**config.mk**
```make
export PLATFORM = sky130hd
export DESIGN_NAME = vld_load_engine
export DESIGN_NICKNAME = d
export VERILOG_FILES = /design/src/logic/vld_cfg_pkg.sv /design/src/logic/vld_op_pkg.sv /design/src/logic/vld_req_gen.sv /design/src/logic/vld_row_buffer.sv /design/src/logic/vld_writeback.sv /design/src/logic/vld_load_engine.sv
export SDC_FILE = /design/constraint.sdc
export NUM_CORES = 1
export LEC_CHECK = 0
export BUFFER_PORTS_ARGS = -buffer_cell sky130_fd_sc_hd__clkbuf_2
export CORE_AREA = 2 2 219 221
export CTS_BUF_LIST = sky130_fd_sc_hd__clkbuf_2
export CTS_CLUSTER_DIAMETER = 150
export DETAILED_ROUTE_END_ITERATION = 6
export DIE_AREA = 0 0 221 223
export GPL_ROUTABILITY_DRIVEN = 0
export GPL_TIMING_DRIVEN = 0
export PLACE_DENSITY = 0.91
export SYNTH_ARGS = -nofsm -noshare
export SYNTH_HDL_FRONTEND = slang
export SYNTH_SLANG_ARGS = --single-unit
```
**constraint.sdc**
```tcl
create_clock -name clk_i -period 4.5 [get_ports clk_i]
set_input_delay 0.9 -clock clk_i [delete_from_list [all_inputs] [get_ports clk_i]]
set_output_delay 0.9 -clock clk_i [all_outputs]
set_load 0.01 [all_outputs]
```
**src/logic/vld_cfg_pkg.sv**
```systemverilog
// ==========================================================================
// Default sizes of the vector load engine and the ticket layout
// ==========================================================================

package vld_cfg_pkg;

    // Default geometry, read by the top level and the testbench
    localparam int DEF_VECTOR_LANES     = 8;
    localparam int DEF_VECTOR_REGISTERS = 32;
    localparam int DEF_DATA_WIDTH       = 32;
    localparam int DEF_ADDR_WIDTH       = 32;

    // Row bit sits directly above the lane index
    // The ticket is therefore one bit wider than the lane index
    function automatic int ticket_w(input int lanes);
        return $clog2(lanes) + 1;
    endfunction

endpackage

```
**src/logic/vld_op_pkg.sv**
```systemverilog
// ==========================================================================
// Memory-op codes and request generator states
// ==========================================================================

package vld_op_pkg;

    // Address stepping mode of a load
    typedef enum logic [0:0] {
        OP_UNIT_STRIDED = 1'b0,
        OP_STRIDED      = 1'b1
    } mem_op_e;

    // Request generator FSM
    typedef enum logic [1:0] {
        ST_IDLE     = 2'd0,
        ST_ISSUE    = 2'd1,
        ST_WAIT_ROW = 2'd2
    } req_state_e;

endpackage

```
**src/logic/vld_req_gen.sv**
```systemverilog
// ==========================================================================
// Request generator: instruction capture, address and ticket generation,
// pending lane tracking and expansion over destination registers
// ==========================================================================

module vld_req_gen #(
    parameter int VECTOR_LANES     = 8,
    parameter int VECTOR_REGISTERS = 32,
    parameter int DATA_WIDTH       = 32,
    parameter int ADDR_WIDTH       = 32
) (
    input  logic                                                  clk_i,
    input  logic                                                  rstn_i,
    // Instruction
    input  logic                                                  valid_i,
    input  logic [ADDR_WIDTH-1:0]                                 base_addr_i,
    input  logic [ADDR_WIDTH-1:0]                                 stride_i,
    input  logic [$clog2(VECTOR_REGISTERS)+$clog2(VECTOR_LANES):0] vl_i,
    input  logic [$clog2(VECTOR_REGISTERS)+$clog2(VECTOR_LANES):0] maxvl_i,
    input  logic [$clog2(VECTOR_REGISTERS)-1:0]                   dst_i,
    input  vld_op_pkg::mem_op_e                                   mem_op_i,
    output logic                                                  ready_o,
    output logic                                                  busy_o,
    // Memory request
    input  logic                                                  grant_i,
    output logic                                                  req_en_o,
    output logic [ADDR_WIDTH-1:0]                                 req_addr_o,
    output logic [vld_cfg_pkg::ticket_w(VECTOR_LANES)-1:0]        req_ticket_o,
    // Row control towards the scratchpad
    input  logic [1:0]                                            row_busy_i,
    output logic                                                  row_open_o,
    output logic                                                  row_sel_o,
    output logic [$clog2(VECTOR_REGISTERS)-1:0]                   row_dst_o,
    output logic [VECTOR_LANES-1:0]                               row_mask_o
);

    localparam int LANE_W     = $clog2(VECTOR_LANES);
    localparam int REG_W      = $clog2(VECTOR_REGISTERS);
    localparam int EXP_W      = REG_W + 1;
    localparam int VL_W       = REG_W + LANE_W + 1;
    localparam int ELEM_BYTES = DATA_WIDTH / 8;

    vld_op_pkg::req_state_e state_q;
    vld_op_pkg::mem_op_e    op_q;

    logic                    accept;
    logic                    grant_ok;
    logic                    open_next;
    logic                    row_done;
    logic                    last_reg;
    logic [ADDR_WIDTH-1:0]   addr_q;
    logic [ADDR_WIDTH-1:0]   stride_q;
    logic [VL_W-1:0]         vl_q;
    logic [VL_W-1:0]         done_elems;
    logic [EXP_W-1:0]        max_exp_q;
    logic [EXP_W-1:0]        exp_q;
    logic [EXP_W-1:0]        exp_nxt;
    logic [REG_W-1:0]        dst_q;
    logic                    row_q;
    logic [LANE_W-1:0]       lane_q;
    logic [VECTOR_LANES-1:0] pending_q;

    // Low count lanes set, all lanes once count reaches VECTOR_LANES
    function automatic logic [VECTOR_LANES-1:0] lane_mask(input logic [VL_W-1:0] count);
        lane_mask = ~({VECTOR_LANES{1'b1}} << count);
    endfunction

    // ======================================================================
    // Control flow
    // ======================================================================
    assign ready_o  = (state_q == vld_op_pkg::ST_IDLE);
    assign busy_o   = ~ready_o;
    assign accept   = valid_i && ready_o;
    assign grant_ok = req_en_o && grant_i;

    // Elements covered once the current register is done
    assign exp_nxt    = exp_q + 1'b1;
    assign done_elems = {exp_nxt, {LANE_W{1'b0}}};
    assign last_reg   = (done_elems >= vl_q) || (exp_nxt >= max_exp_q);

    assign row_done  = (state_q == vld_op_pkg::ST_ISSUE) && (pending_q == '0);
    assign open_next = (state_q == vld_op_pkg::ST_WAIT_ROW) && !row_busy_i[~row_q];

    // Memory request from the current lane
    assign req_en_o     = (state_q == vld_op_pkg::ST_ISSUE) && pending_q[lane_q];
    assign req_addr_o   = addr_q;
    assign req_ticket_o = {row_q, lane_q};

    // Row 0 on a new instruction, the other row on expansion
    assign row_open_o = accept || open_next;
    assign row_sel_o  = accept ? 1'b0 : ~row_q;
    assign row_dst_o  = accept ? dst_i : dst_q + 1'b1;
    assign row_mask_o = accept ? lane_mask(vl_i) : lane_mask(vl_q - done_elems);

    // ======================================================================
    // FSM and lane walk
    // ======================================================================
    always_ff @(posedge clk_i or negedge rstn_i) begin
        if (!rstn_i) begin
            state_q   <= vld_op_pkg::ST_IDLE;
            row_q     <= 1'b0;
            lane_q    <= '0;
            pending_q <= '0;
            exp_q     <= '0;
        end else begin
            case (state_q)
                vld_op_pkg::ST_IDLE: begin
                    if (accept) begin
                        state_q   <= vld_op_pkg::ST_ISSUE;
                        row_q     <= 1'b0;
                        lane_q    <= '0;
                        pending_q <= lane_mask(vl_i);
                        exp_q     <= '0;
                    end
                end
                vld_op_pkg::ST_ISSUE: begin
                    if (grant_ok) begin
                        pending_q[lane_q] <= 1'b0;
                        lane_q            <= lane_q + 1'b1;
                    end else if (row_done) begin
                        // Drain both rows before going idle
                        if (!last_reg) begin
                            state_q <= vld_op_pkg::ST_WAIT_ROW;
                        end else if (row_busy_i == '0) begin
                            state_q <= vld_op_pkg::ST_IDLE;
                        end
                    end
                end
                vld_op_pkg::ST_WAIT_ROW: begin
                    if (open_next) begin
                        state_q   <= vld_op_pkg::ST_ISSUE;
                        row_q     <= ~row_q;
                        lane_q    <= '0;
                        pending_q <= row_mask_o;
                        exp_q     <= exp_nxt;
                    end
                end
                default: state_q <= vld_op_pkg::ST_IDLE;
            endcase
        end
    end

    // Instruction operands and running address
    always_ff @(posedge clk_i) begin
        if (accept) begin
            addr_q    <= base_addr_i;
            stride_q  <= stride_i;
            op_q      <= mem_op_i;
            vl_q      <= vl_i;
            max_exp_q <= maxvl_i[VL_W-1:LANE_W];
            dst_q     <= dst_i;
        end else begin
            if (grant_ok) begin
                addr_q <= addr_q + ((op_q == vld_op_pkg::OP_STRIDED) ?
                                    stride_q : ADDR_WIDTH'(ELEM_BYTES));
            end
            if (open_next) begin
                dst_q <= dst_q + 1'b1;
            end
        end
    end

endmodule

```
**src/logic/vld_row_buffer.sv**
```systemverilog
// ==========================================================================
// Two-row scratchpad with active and served masks per row
// ==========================================================================

module vld_row_buffer #(
    parameter int VECTOR_LANES     = 8,
    parameter int VECTOR_REGISTERS = 32,
    parameter int DATA_WIDTH       = 32
) (
    input  logic                                           clk_i,
    input  logic                                           rstn_i,
    // Row open from the request generator
    input  logic                                           row_open_i,
    input  logic                                           row_sel_i,
    input  logic [$clog2(VECTOR_REGISTERS)-1:0]            row_dst_i,
    input  logic [VECTOR_LANES-1:0]                        row_mask_i,
    // Memory response
    input  logic                                           resp_valid_i,
    input  logic [vld_cfg_pkg::ticket_w(VECTOR_LANES)-1:0] resp_ticket_i,
    input  logic [DATA_WIDTH-1:0]                          resp_data_i,
    // Row status and release
    input  logic [1:0]                                     row_release_i,
    output logic [1:0]                                     row_busy_o,
    output logic [1:0]                                     row_full_o,
    output logic [VECTOR_LANES*DATA_WIDTH-1:0]             row0_data_o,
    output logic [VECTOR_LANES*DATA_WIDTH-1:0]             row1_data_o,
    output logic [VECTOR_LANES-1:0]                        row0_served_o,
    output logic [VECTOR_LANES-1:0]                        row1_served_o,
    output logic [$clog2(VECTOR_REGISTERS)-1:0]            row0_dst_o,
    output logic [$clog2(VECTOR_REGISTERS)-1:0]            row1_dst_o
);

    localparam int LANE_W = $clog2(VECTOR_LANES);
    localparam int REG_W  = $clog2(VECTOR_REGISTERS);

    logic [1:0][VECTOR_LANES-1:0][DATA_WIDTH-1:0] data_q;
    logic [1:0][VECTOR_LANES-1:0]                 active_q;
    logic [1:0][VECTOR_LANES-1:0]                 served_q;
    logic [1:0][REG_W-1:0]                        dst_q;
    logic                                         resp_row;
    logic [LANE_W-1:0]                            resp_lane;

    // Ticket fields
    assign resp_row  = resp_ticket_i[LANE_W];
    assign resp_lane = resp_ticket_i[LANE_W-1:0];

    for (genvar r = 0; r < 2; r++) begin : g_row_status
        assign row_busy_o[r] = |active_q[r];
        assign row_full_o[r] = |active_q[r] && (active_q[r] == served_q[r]);
    end

    // ======================================================================
    // Row masks
    // ======================================================================
    always_ff @(posedge clk_i or negedge rstn_i) begin
        if (!rstn_i) begin
            active_q <= '0;
            served_q <= '0;
        end else begin
            for (int r = 0; r < 2; r++) begin
                if (row_open_i && (row_sel_i == 1'(r))) begin
                    active_q[r] <= row_mask_i;
                    served_q[r] <= '0;
                end else begin
                    if (row_release_i[r]) begin
                        active_q[r] <= '0;
                    end
                    if (resp_valid_i && (resp_row == 1'(r))) begin
                        served_q[r][resp_lane] <= 1'b1;
                    end
                end
            end
        end
    end

    // Element data and destination register
    always_ff @(posedge clk_i) begin
        if (resp_valid_i) begin
            data_q[resp_row][resp_lane] <= resp_data_i;
        end
        if (row_open_i) begin
            dst_q[row_sel_i] <= row_dst_i;
        end
    end

    assign row0_data_o   = data_q[0];
    assign row1_data_o   = data_q[1];
    assign row0_served_o = served_q[0];
    assign row1_served_o = served_q[1];
    assign row0_dst_o    = dst_q[0];
    assign row1_dst_o    = dst_q[1];

endmodule

```
**src/logic/vld_writeback.sv**
```systemverilog
// ==========================================================================
// Writeback selector with register unlock and row release
// ==========================================================================

module vld_writeback #(
    parameter int VECTOR_LANES     = 8,
    parameter int VECTOR_REGISTERS = 32,
    parameter int DATA_WIDTH       = 32
) (
    input  logic [1:0]                               row_full_i,
    input  logic [VECTOR_LANES*DATA_WIDTH-1:0]       row0_data_i,
    input  logic [VECTOR_LANES*DATA_WIDTH-1:0]       row1_data_i,
    input  logic [VECTOR_LANES-1:0]                  row0_served_i,
    input  logic [VECTOR_LANES-1:0]                  row1_served_i,
    input  logic [$clog2(VECTOR_REGISTERS)-1:0]      row0_dst_i,
    input  logic [$clog2(VECTOR_REGISTERS)-1:0]      row1_dst_i,
    output logic [1:0]                               row_release_o,
    output logic                                     wrtbck_req_o,
    output logic [VECTOR_LANES-1:0]                  wrtbck_en_o,
    output logic [$clog2(VECTOR_REGISTERS)-1:0]      wrtbck_reg_o,
    output logic [VECTOR_LANES*DATA_WIDTH-1:0]       wrtbck_data_o,
    output logic                                     unlock_en_o,
    output logic [$clog2(VECTOR_REGISTERS)-1:0]      unlock_reg_o
);

    logic pick_row1;

    // Row 0 wins when both rows are full
    assign pick_row1     = ~row_full_i[0];
    assign wrtbck_req_o  = |row_full_i;
    assign row_release_o = {pick_row1 & row_full_i[1], row_full_i[0]};

    assign wrtbck_en_o   = !wrtbck_req_o ? '0 : (pick_row1 ? row1_served_i : row0_served_i);
    assign wrtbck_reg_o  = pick_row1 ? row1_dst_i : row0_dst_i;
    assign wrtbck_data_o = pick_row1 ? row1_data_i : row0_data_i;

    // Register is unlocked together with its writeback
    assign unlock_en_o  = wrtbck_req_o;
    assign unlock_reg_o = wrtbck_reg_o;

endmodule

```
**src/logic/vld_load_engine.sv**
```systemverilog
// ==========================================================================
// Vector load engine top level
// ==========================================================================

module vld_load_engine #(
    parameter int VECTOR_LANES     = vld_cfg_pkg::DEF_VECTOR_LANES,
    parameter int VECTOR_REGISTERS = vld_cfg_pkg::DEF_VECTOR_REGISTERS,
    parameter int DATA_WIDTH       = vld_cfg_pkg::DEF_DATA_WIDTH,
    parameter int ADDR_WIDTH       = vld_cfg_pkg::DEF_ADDR_WIDTH
) (
    input  logic                                                  clk_i,
    input  logic                                                  rstn_i,
    // Instruction
    input  logic                                                  valid_i,
    input  logic [ADDR_WIDTH-1:0]                                 base_addr_i,
    input  logic [ADDR_WIDTH-1:0]                                 stride_i,
    input  logic [$clog2(VECTOR_REGISTERS)+$clog2(VECTOR_LANES):0] vl_i,
    input  logic [$clog2(VECTOR_REGISTERS)+$clog2(VECTOR_LANES):0] maxvl_i,
    input  logic [$clog2(VECTOR_REGISTERS)-1:0]                   dst_i,
    input  vld_op_pkg::mem_op_e                                   mem_op_i,
    output logic                                                  ready_o,
    // Memory request and response
    output logic                                                  req_en_o,
    output logic [ADDR_WIDTH-1:0]                                 req_addr_o,
    output logic [vld_cfg_pkg::ticket_w(VECTOR_LANES)-1:0]        req_ticket_o,
    input  logic                                                  grant_i,
    input  logic                                                  resp_valid_i,
    input  logic [vld_cfg_pkg::ticket_w(VECTOR_LANES)-1:0]        resp_ticket_i,
    input  logic [DATA_WIDTH-1:0]                                 resp_data_i,
    // Register file writeback and unlock
    output logic                                                  wrtbck_req_o,
    output logic [VECTOR_LANES-1:0]                               wrtbck_en_o,
    output logic [$clog2(VECTOR_REGISTERS)-1:0]                   wrtbck_reg_o,
    output logic [VECTOR_LANES*DATA_WIDTH-1:0]                    wrtbck_data_o,
    output logic                                                  unlock_en_o,
    output logic [$clog2(VECTOR_REGISTERS)-1:0]                   unlock_reg_o,
    output logic                                                  busy_o
);

    localparam int REG_W = $clog2(VECTOR_REGISTERS);

    logic                               row_open;
    logic                               row_sel;
    logic [REG_W-1:0]                   row_dst;
    logic [VECTOR_LANES-1:0]            row_mask;
    logic [1:0]                         row_busy;
    logic [1:0]                         row_full;
    logic [1:0]                         row_release;
    logic [VECTOR_LANES*DATA_WIDTH-1:0] row0_data;
    logic [VECTOR_LANES*DATA_WIDTH-1:0] row1_data;
    logic [VECTOR_LANES-1:0]            row0_served;
    logic [VECTOR_LANES-1:0]            row1_served;
    logic [REG_W-1:0]                   row0_dst;
    logic [REG_W-1:0]                   row1_dst;

    vld_req_gen #(
        .VECTOR_LANES    (VECTOR_LANES),
        .VECTOR_REGISTERS(VECTOR_REGISTERS),
        .DATA_WIDTH      (DATA_WIDTH),
        .ADDR_WIDTH      (ADDR_WIDTH)
    ) u_req_gen (
        .clk_i       (clk_i),
        .rstn_i      (rstn_i),
        .valid_i     (valid_i),
        .base_addr_i (base_addr_i),
        .stride_i    (stride_i),
        .vl_i        (vl_i),
        .maxvl_i     (maxvl_i),
        .dst_i       (dst_i),
        .mem_op_i    (mem_op_i),
        .ready_o     (ready_o),
        .busy_o      (busy_o),
        .grant_i     (grant_i),
        .req_en_o    (req_en_o),
        .req_addr_o  (req_addr_o),
        .req_ticket_o(req_ticket_o),
        .row_busy_i  (row_busy),
        .row_open_o  (row_open),
        .row_sel_o   (row_sel),
        .row_dst_o   (row_dst),
        .row_mask_o  (row_mask)
    );

    vld_row_buffer #(
        .VECTOR_LANES    (VECTOR_LANES),
        .VECTOR_REGISTERS(VECTOR_REGISTERS),
        .DATA_WIDTH      (DATA_WIDTH)
    ) u_row_buffer (
        .clk_i        (clk_i),
        .rstn_i       (rstn_i),
        .row_open_i   (row_open),
        .row_sel_i    (row_sel),
        .row_dst_i    (row_dst),
        .row_mask_i   (row_mask),
        .resp_valid_i (resp_valid_i),
        .resp_ticket_i(resp_ticket_i),
        .resp_data_i  (resp_data_i),
        .row_release_i(row_release),
        .row_busy_o   (row_busy),
        .row_full_o   (row_full),
        .row0_data_o  (row0_data),
        .row1_data_o  (row1_data),
        .row0_served_o(row0_served),
        .row1_served_o(row1_served),
        .row0_dst_o   (row0_dst),
        .row1_dst_o   (row1_dst)
    );

    vld_writeback #(
        .VECTOR_LANES    (VECTOR_LANES),
        .VECTOR_REGISTERS(VECTOR_REGISTERS),
        .DATA_WIDTH      (DATA_WIDTH)
    ) u_writeback (
        .row_full_i   (row_full),
        .row0_data_i  (row0_data),
        .row1_data_i  (row1_data),
        .row0_served_i(row0_served),
        .row1_served_i(row1_served),
        .row0_dst_i   (row0_dst),
        .row1_dst_i   (row1_dst),
        .row_release_o(row_release),
        .wrtbck_req_o (wrtbck_req_o),
        .wrtbck_en_o  (wrtbck_en_o),
        .wrtbck_reg_o (wrtbck_reg_o),
        .wrtbck_data_o(wrtbck_data_o),
        .unlock_en_o  (unlock_en_o),
        .unlock_reg_o (unlock_reg_o)
    );

endmodule

```
After elaboration in Yosys (flattened, before gate mapping) --
Index checks and enable logic that the tools add are counted.
Cells by class: $add $sub $neg 5, $lt $le $gt $ge 11, equality and inequality tests 10, shift-type cells 2, multiplexer cells 57, bitwise gates (word level) 12, reductions and logical operators 35
Operator list (count):
- $bwmux 512 | 1
- $mux 256 | 2
- $demux 256 s1 | 1
- $mux 32 | 4
- $mux 8 | 14
- $demux 32 s3 | 1
- $add 32x32->32 | 1
- $mux 5 | 5
- $not 8->8 | 3
- $pmux 8 s3 | 1
- $shl 8x9->8 const A | 2
- $eq 8x8->1 | 2
- $or 8x8->8 | 2
- $reduce_or 8->1 | 2
- $logic_and 1x1->1 | 15
- $reduce_bool 2->1 | 7
- $mux 2 | 6
- $mux 6 | 2
- $pmux 6 s2 | 1
- $bwmux 10 | 1
- $ge 9x9->1 | 1
- $mux 3 | 3
- $pmux 3 s3 | 1
- $sub 9x9->9 | 1
- 31 further kinds | 53
Word-level totals: flip-flop bits (word level) 659, logic and storage cells 165

Logic depth before layout (Yosys ltp) --
depth in word-level cells 8, gate-level depth with buffers 14, depth with buffers taken out 13

By module --
A second synthesis with hierarchy kept.
Unflattened totals: cell total of the unflattened synthesis 1647, area total of the unflattened synthesis 27874.2 um^2
By module, submodules not included:
- vld_row_buffer | instances 1, cells an instance 676, area an instance 17210.3 um^2, sequential area each 16475.8 um^2
- vld_req_gen | instances 1, cells an instance 662, area an instance 6573.8 um^2, sequential area each 3052.9 um^2
- vld_writeback | instances 1, cells an instance 309, area an instance 4090.2 um^2, sequential area each 0.0 um^2

Worst setup path after synthesis --
No wires, ideal clock.
kind input port to flip-flop, start point input resp_ticket_i[1] (netlist name), end point register u_row_buffer.data_q, in the netlist u_row_buffer.row0_data_o[0] (enable), library setup time 0.464 ns, arrival 3.668 ns, data required time 4.036 ns, slack 0.369 ns, cell stages on the path 2, cells stage by stage or3b_2 nor3_1
RTL lines:
- start, declared | line vld_load_engine.sv:28 | input logic [vld_cfg_pkg::ticket_w(VECTOR_LANES)-1:0] resp_ticket_i,
- end signal, assigned by index | line vld_row_buffer.sv:79 | data_q[resp_row][resp_lane] <= resp_data_i;
- end, declared | line vld_row_buffer.sv:36 | logic [1:0][VECTOR_LANES-1:0][DATA_WIDTH-1:0] data_q;

Final worst setup path --
start point register u_row_buffer.active_q[3] (netlist name), end point output wrtbck_reg_o[2]
Between the ends: longest elaborated chain between the ends 3
RTL lines:
- start, declared | line vld_row_buffer.sv:37 | logic [1:0][VECTOR_LANES-1:0] active_q;
- start signal, assigned by index | line vld_row_buffer.sv:62 | active_q[r] <= row_mask_i;
- $eq 8x8->1 or $reduce_or 8->1 (tied branches) | line vld_row_buffer.sv:49 | assign row_full_o[r] = |active_q[r] && (active_q[r] == served_q[r]);
- $logic_and 1x1->1 (*) | line vld_row_buffer.sv:49
- $mux 5 (*) | line vld_writeback.sv:34 | assign wrtbck_reg_o = pick_row1 ? row1_dst_i : row0_dst_i;
- end, declared | line vld_load_engine.sv:33 | output logic [$clog2(VECTOR_REGISTERS)-1:0] wrtbck_reg_o,
Mark *: on every way between the ends. The rest lies on a longest branch, timed or not.

==> summary.md <==
| Metric | Value |
|---|---|
| Outcome | `finished with violations` |
| Failing checks | `design-rule violations` |
| WL/cell | `between 20 and 30 um` |
| Post-Syn Nets | `1869` |
| Final Cell Area | `around 34000 um2` |
| Clock Tree Buf Depth | `3` |
| Sw frac | `0.342` |
| Post-synth top flop | `edfxtp_1` |
| # IOs | `about 440` |
| Sequential element share of the synthesized area | `0.722` |
| Reg clk slew, reported paths | `about 0.11 ns` |
| # setup viols final | `0` |
| Core footprint | `approximately 47000 um2` |
| Path depth of the worst reg2reg path | `14` |
| Reg power frac | `0.490` |
| Root Buffer | `clkbuf_2` |
| Placed Cells | `roughly 2800` |
| GR met3 Demand/Resource | `0.108` |
| Worst Setup Start Kind | `flip-flop` |
| Pwr Density | `around 470 nW/um2` |
| Final ANT Viol Nets | `0` |
| Hold depth | `4` |
| Max-Cap Viols | `0` |
| Largest net degree at the start of global routing | `53` |
| Worst vdd ir | `roughly 0.47 mV` |
| Hold Vio Cnt, Final | `0` |
| Die Y | `around 220 um` |
| Slew headroom | `0.294` |
| CP required | `between 3 and 4 ns` |
| Hold WS | `~0.12 ns` |
| GRT Resource Usage Total | `0.325` |
| DR vias/cell | `about 6.0` |
| Crit. End Element | `output pin` |
| Fin crit share | `0.978` |
| Syn Std Cell Area | `27000 um2` |
| First-pass GRT wire length | `approximately 120000 um` |
| WL final | `a little over 80000 um` |
| CTS tree | `done` |
| Comb pwr share | `0.260` |
| Cell Area, Placed | `30600 um2` |
| FMAX | `227 MHz` |
| Post-DP HPWL | `~50000 um` |
| Pleak | `0.0132 uW` |
| Yosys cell types | `between 60 and 70` |
| Worst-case clock skew | `about 0.12 ns` |
| HP Class | `input pin to flip-flop` |
| Pwr Total | `15900 uW` |
| Crit Path Class | `flip-flop to output pin` |
| Die area | `49300 um2` |
| Measured slew at the worst slew-check pin | `1.05 ns` |
| Syn Inst Count | `1687` |
| PortBufs | `between 400 and 500` |
| Syn Area/Cell | `roughly 16 um2` |
| CTS sink count | `659` |
| Vias in the first global route | `~20000` |
| GR met1 Demand/Resource | `0.385` |
| TritonCTS Buffers | `157` |
| Register bit total from synthesis | `659` |
| Max-slew violations | `0` |
| Ys async rst share | `0.0789` |
| Cell row count | `80` |
| 1st-pass router iterations | `7` |
| Int Pwr | `around 10000 uW` |
| Commonest non-fill, non-tap cells in the layout | `clkbuf_2 (659), edfxtp_1 (607), mux2_2 (260)` |
| EDFF count, synth | `607` |
| DRC viols | `2` |
| Crit path time final | `~4.4 ns` |
| Unrepaired setup endpoints after global routing | `yes` |
| Critical Path AT | `3.50 ns` |
| Clock power share | `0.249` |
| Area Overhead vs Synth | `24.3%` |
| Grt peak-use layer | `met2` |
| Skew-Pair Late Insertion Delay | `about 1.4 ns` |
| Initial detailed-routing violation count | `2043` |
| Commonest non-fill, non-tap cell in the layout | `clkbuf_2` |
| Net Switching | `5450 uW` |
| Fin cells | `about 3200` |
| Initial antenna violation count | `1` |
| Htree depth | `4` |
| Grt total ovfl | `0` |
| Crit path max fanout | `7` |
| Vias | `around 19000` |
| Ys Warns | `0` |
| Share of post-route cells with drive strength above 1 | `0.418` |
| Final setup TNS | `0 ns` |
| Starting density of the core | `0.574` |
| # nets final | `2622` |
| Met2 Use GR | `0.530` |
| Die width | `between 200 and 250 um` |
-- routing by layer --
metal | part of all wire | routed length (um) | vias up
met5 | 0 | 0 | -
met1 | 0.35 | 28500 | 9224
met3 | 0.12 | 9450 | 365
met4 | 0.053 | 4290 | 0
li1 | - | - | 7948
met2 | 0.48 | 39200 | 1576
-- repair_timing --
item,in CTS,in global routing
endpoints found under the setup margin,276,271
endpoints found under the hold margin,638,10
gates resized for setup,75,32
pin swaps,3,4
gates cloned,1,0
setup buffers,4,4
hold buffers,119,1
-- power groups by stage --
| stage | Clock, uW | Combinational (uW) | Sequential (uW) |
|---|---|---|---|
| global route | 4300 | 4370 | 7840 |
| finish | 3970 | 4150 | 7810 |
| CTS | 3970 | 3740 | 7760 |
| global placement | 0 | 3370 | 7880 |
| floorplan | 0 | 2400 | 7860 |
| detailed placement | 0 | 3600 | 7890 |
-- synthesized netlist by cell type (3+ instances only) --
cell	number	area, um2
o31ai_1	8	60.1
a31oi_1	3	18.8
nor4_1	12	75.1
edfxtp_1	607	18200
o21ai_0	63	315
a21o_1	14	105
nand2_1	106	398
nand3b_1	3	22.5
a21oi_1	53	265
o211ai_1	8	60.1
o311ai_0	3	26.3
and2_1	33	206
nand3_1	25	125
mux2_2	262	2950
o21bai_1	4	30.0
nor3b_1	3	22.5
nand4_1	4	25.0
o21a_1	8	60.1
xor2_1	33	289
nor2b_1	12	75.1
a22o_1	5	43.8
ha_1	51	638
buf_4	10	75.1
clkbuf_1	48	180
and3_1	5	31.3
xnor2_1	15	131
buf_1	3	11.3
mux2i_1	4	40.0
o22ai_1	3	18.8
inv_1	50	188
a211oi_1	3	22.5
nor2_1	100	375
o21ai_1	5	25.0
dfrtp_1	52	1300
nor3_1	11	55.1
buf_6	3	33.8
nand2b_1	13	81.3
-- worst max-delay path, cell delays in order, from the launching register on --
cell	delay, ns
dfrtp_1	0.46
xor2_2	0.23
nor4_4	0.32
nand3_4	0.11
buf_12	0.16
clkbuf_16	0.16
clkbuf_16	0.16
mux2_2	0.32
buf_4	0.15
clkbuf_2	0.13
-- registers in the layout, summed over array words and instances (netlist names) --
register and cells:
u_row_buffer.row0_data_o 256, u_row_buffer.row1_data_o 256, u_req_gen.req_addr_o 32, u_req_gen.stride_q 32
u_row_buffer.active_q 16, u_req_gen.vl_q 9, u_req_gen.pending_q 8, u_row_buffer.row0_served_o 8
u_row_buffer.row1_served_o 8, u_req_gen.exp_q 6, u_req_gen.max_exp_q 6, u_req_gen.dst_q 5
u_row_buffer.row0_dst_o 5, u_row_buffer.row1_dst_o 5, u_req_gen.lane_q 3, u_req_gen.state_q 2
u_req_gen.op_q 1, u_req_gen.row_q 1
-- area by class of cell --
| type | count | area (um2) |
|---|---|---|
| Clock inverter | 49 | 309 |
| Buffer | 64 | 504 |
| Multi-Input combinational cell | 910 | 7180 |
| Sequential cell | 659 | 19500 |
| Inverter | 52 | 195 |
| Fill cell | 2774 | 13500 |
| Antenna cell | 1 | 2.50 |
| Clock buffer | 222 | 1110 |
| Tap cell | 615 | 769 |
| Timing Repair Buffer | 596 | 4010 |
-- logic make-up after synthesis --
| family | share of synthesized area |
|---|---|
| AOI/OAI and AO/OA | 0.0468 |
| and+or+nand+nor | 0.0606 |
| buffers and inverters | 0.0187 |
| xor gates and xnor gates | 0.0155 |
| adders and majority gates | 0.0251 |
| DFF | 0.722 |
| muxes | 0.111 |
-- worst paths after layout --
kind                                                       from                                     to  slack, ns
max in group asynchronous                                rstn_i  u_row_buffer.active_q[11]$_DFFE_PN0P_       3.40
max reg2reg                            u_req_gen.op_q$_DFFE_PP_     u_req_gen.req_addr_o[28]$_DFFE_PP_       0.18
min                                                     valid_i         u_req_gen.exp_q[4]$_DFFE_PN0P_       0.12
min in group asynchronous                                rstn_i     u_req_gen.pending_q[2]$_DFFE_PN0P_       0.54
min reg2reg                      u_req_gen.exp_q[5]$_DFFE_PN0P_         u_req_gen.exp_q[5]$_DFFE_PN0P_       0.54
max                        u_row_buffer.active_q[3]$_DFFE_PN0P_                        wrtbck_reg_o[2]        0.1
-- metrics by stage --
| stage | utilization | worst slack, ns |
|---|---|---|
| floorplan | - | 0.369 |
| finish | 0.713 | 0.0992 |
| global route | 0.713 | -0.0689 |
| global placement | 0.637 | -2.48 |
| detailed placement | 0.649 | -0.0576 |
| CTS | 0.710 | -0.112 |
Power figures use the tool's default switching activity.
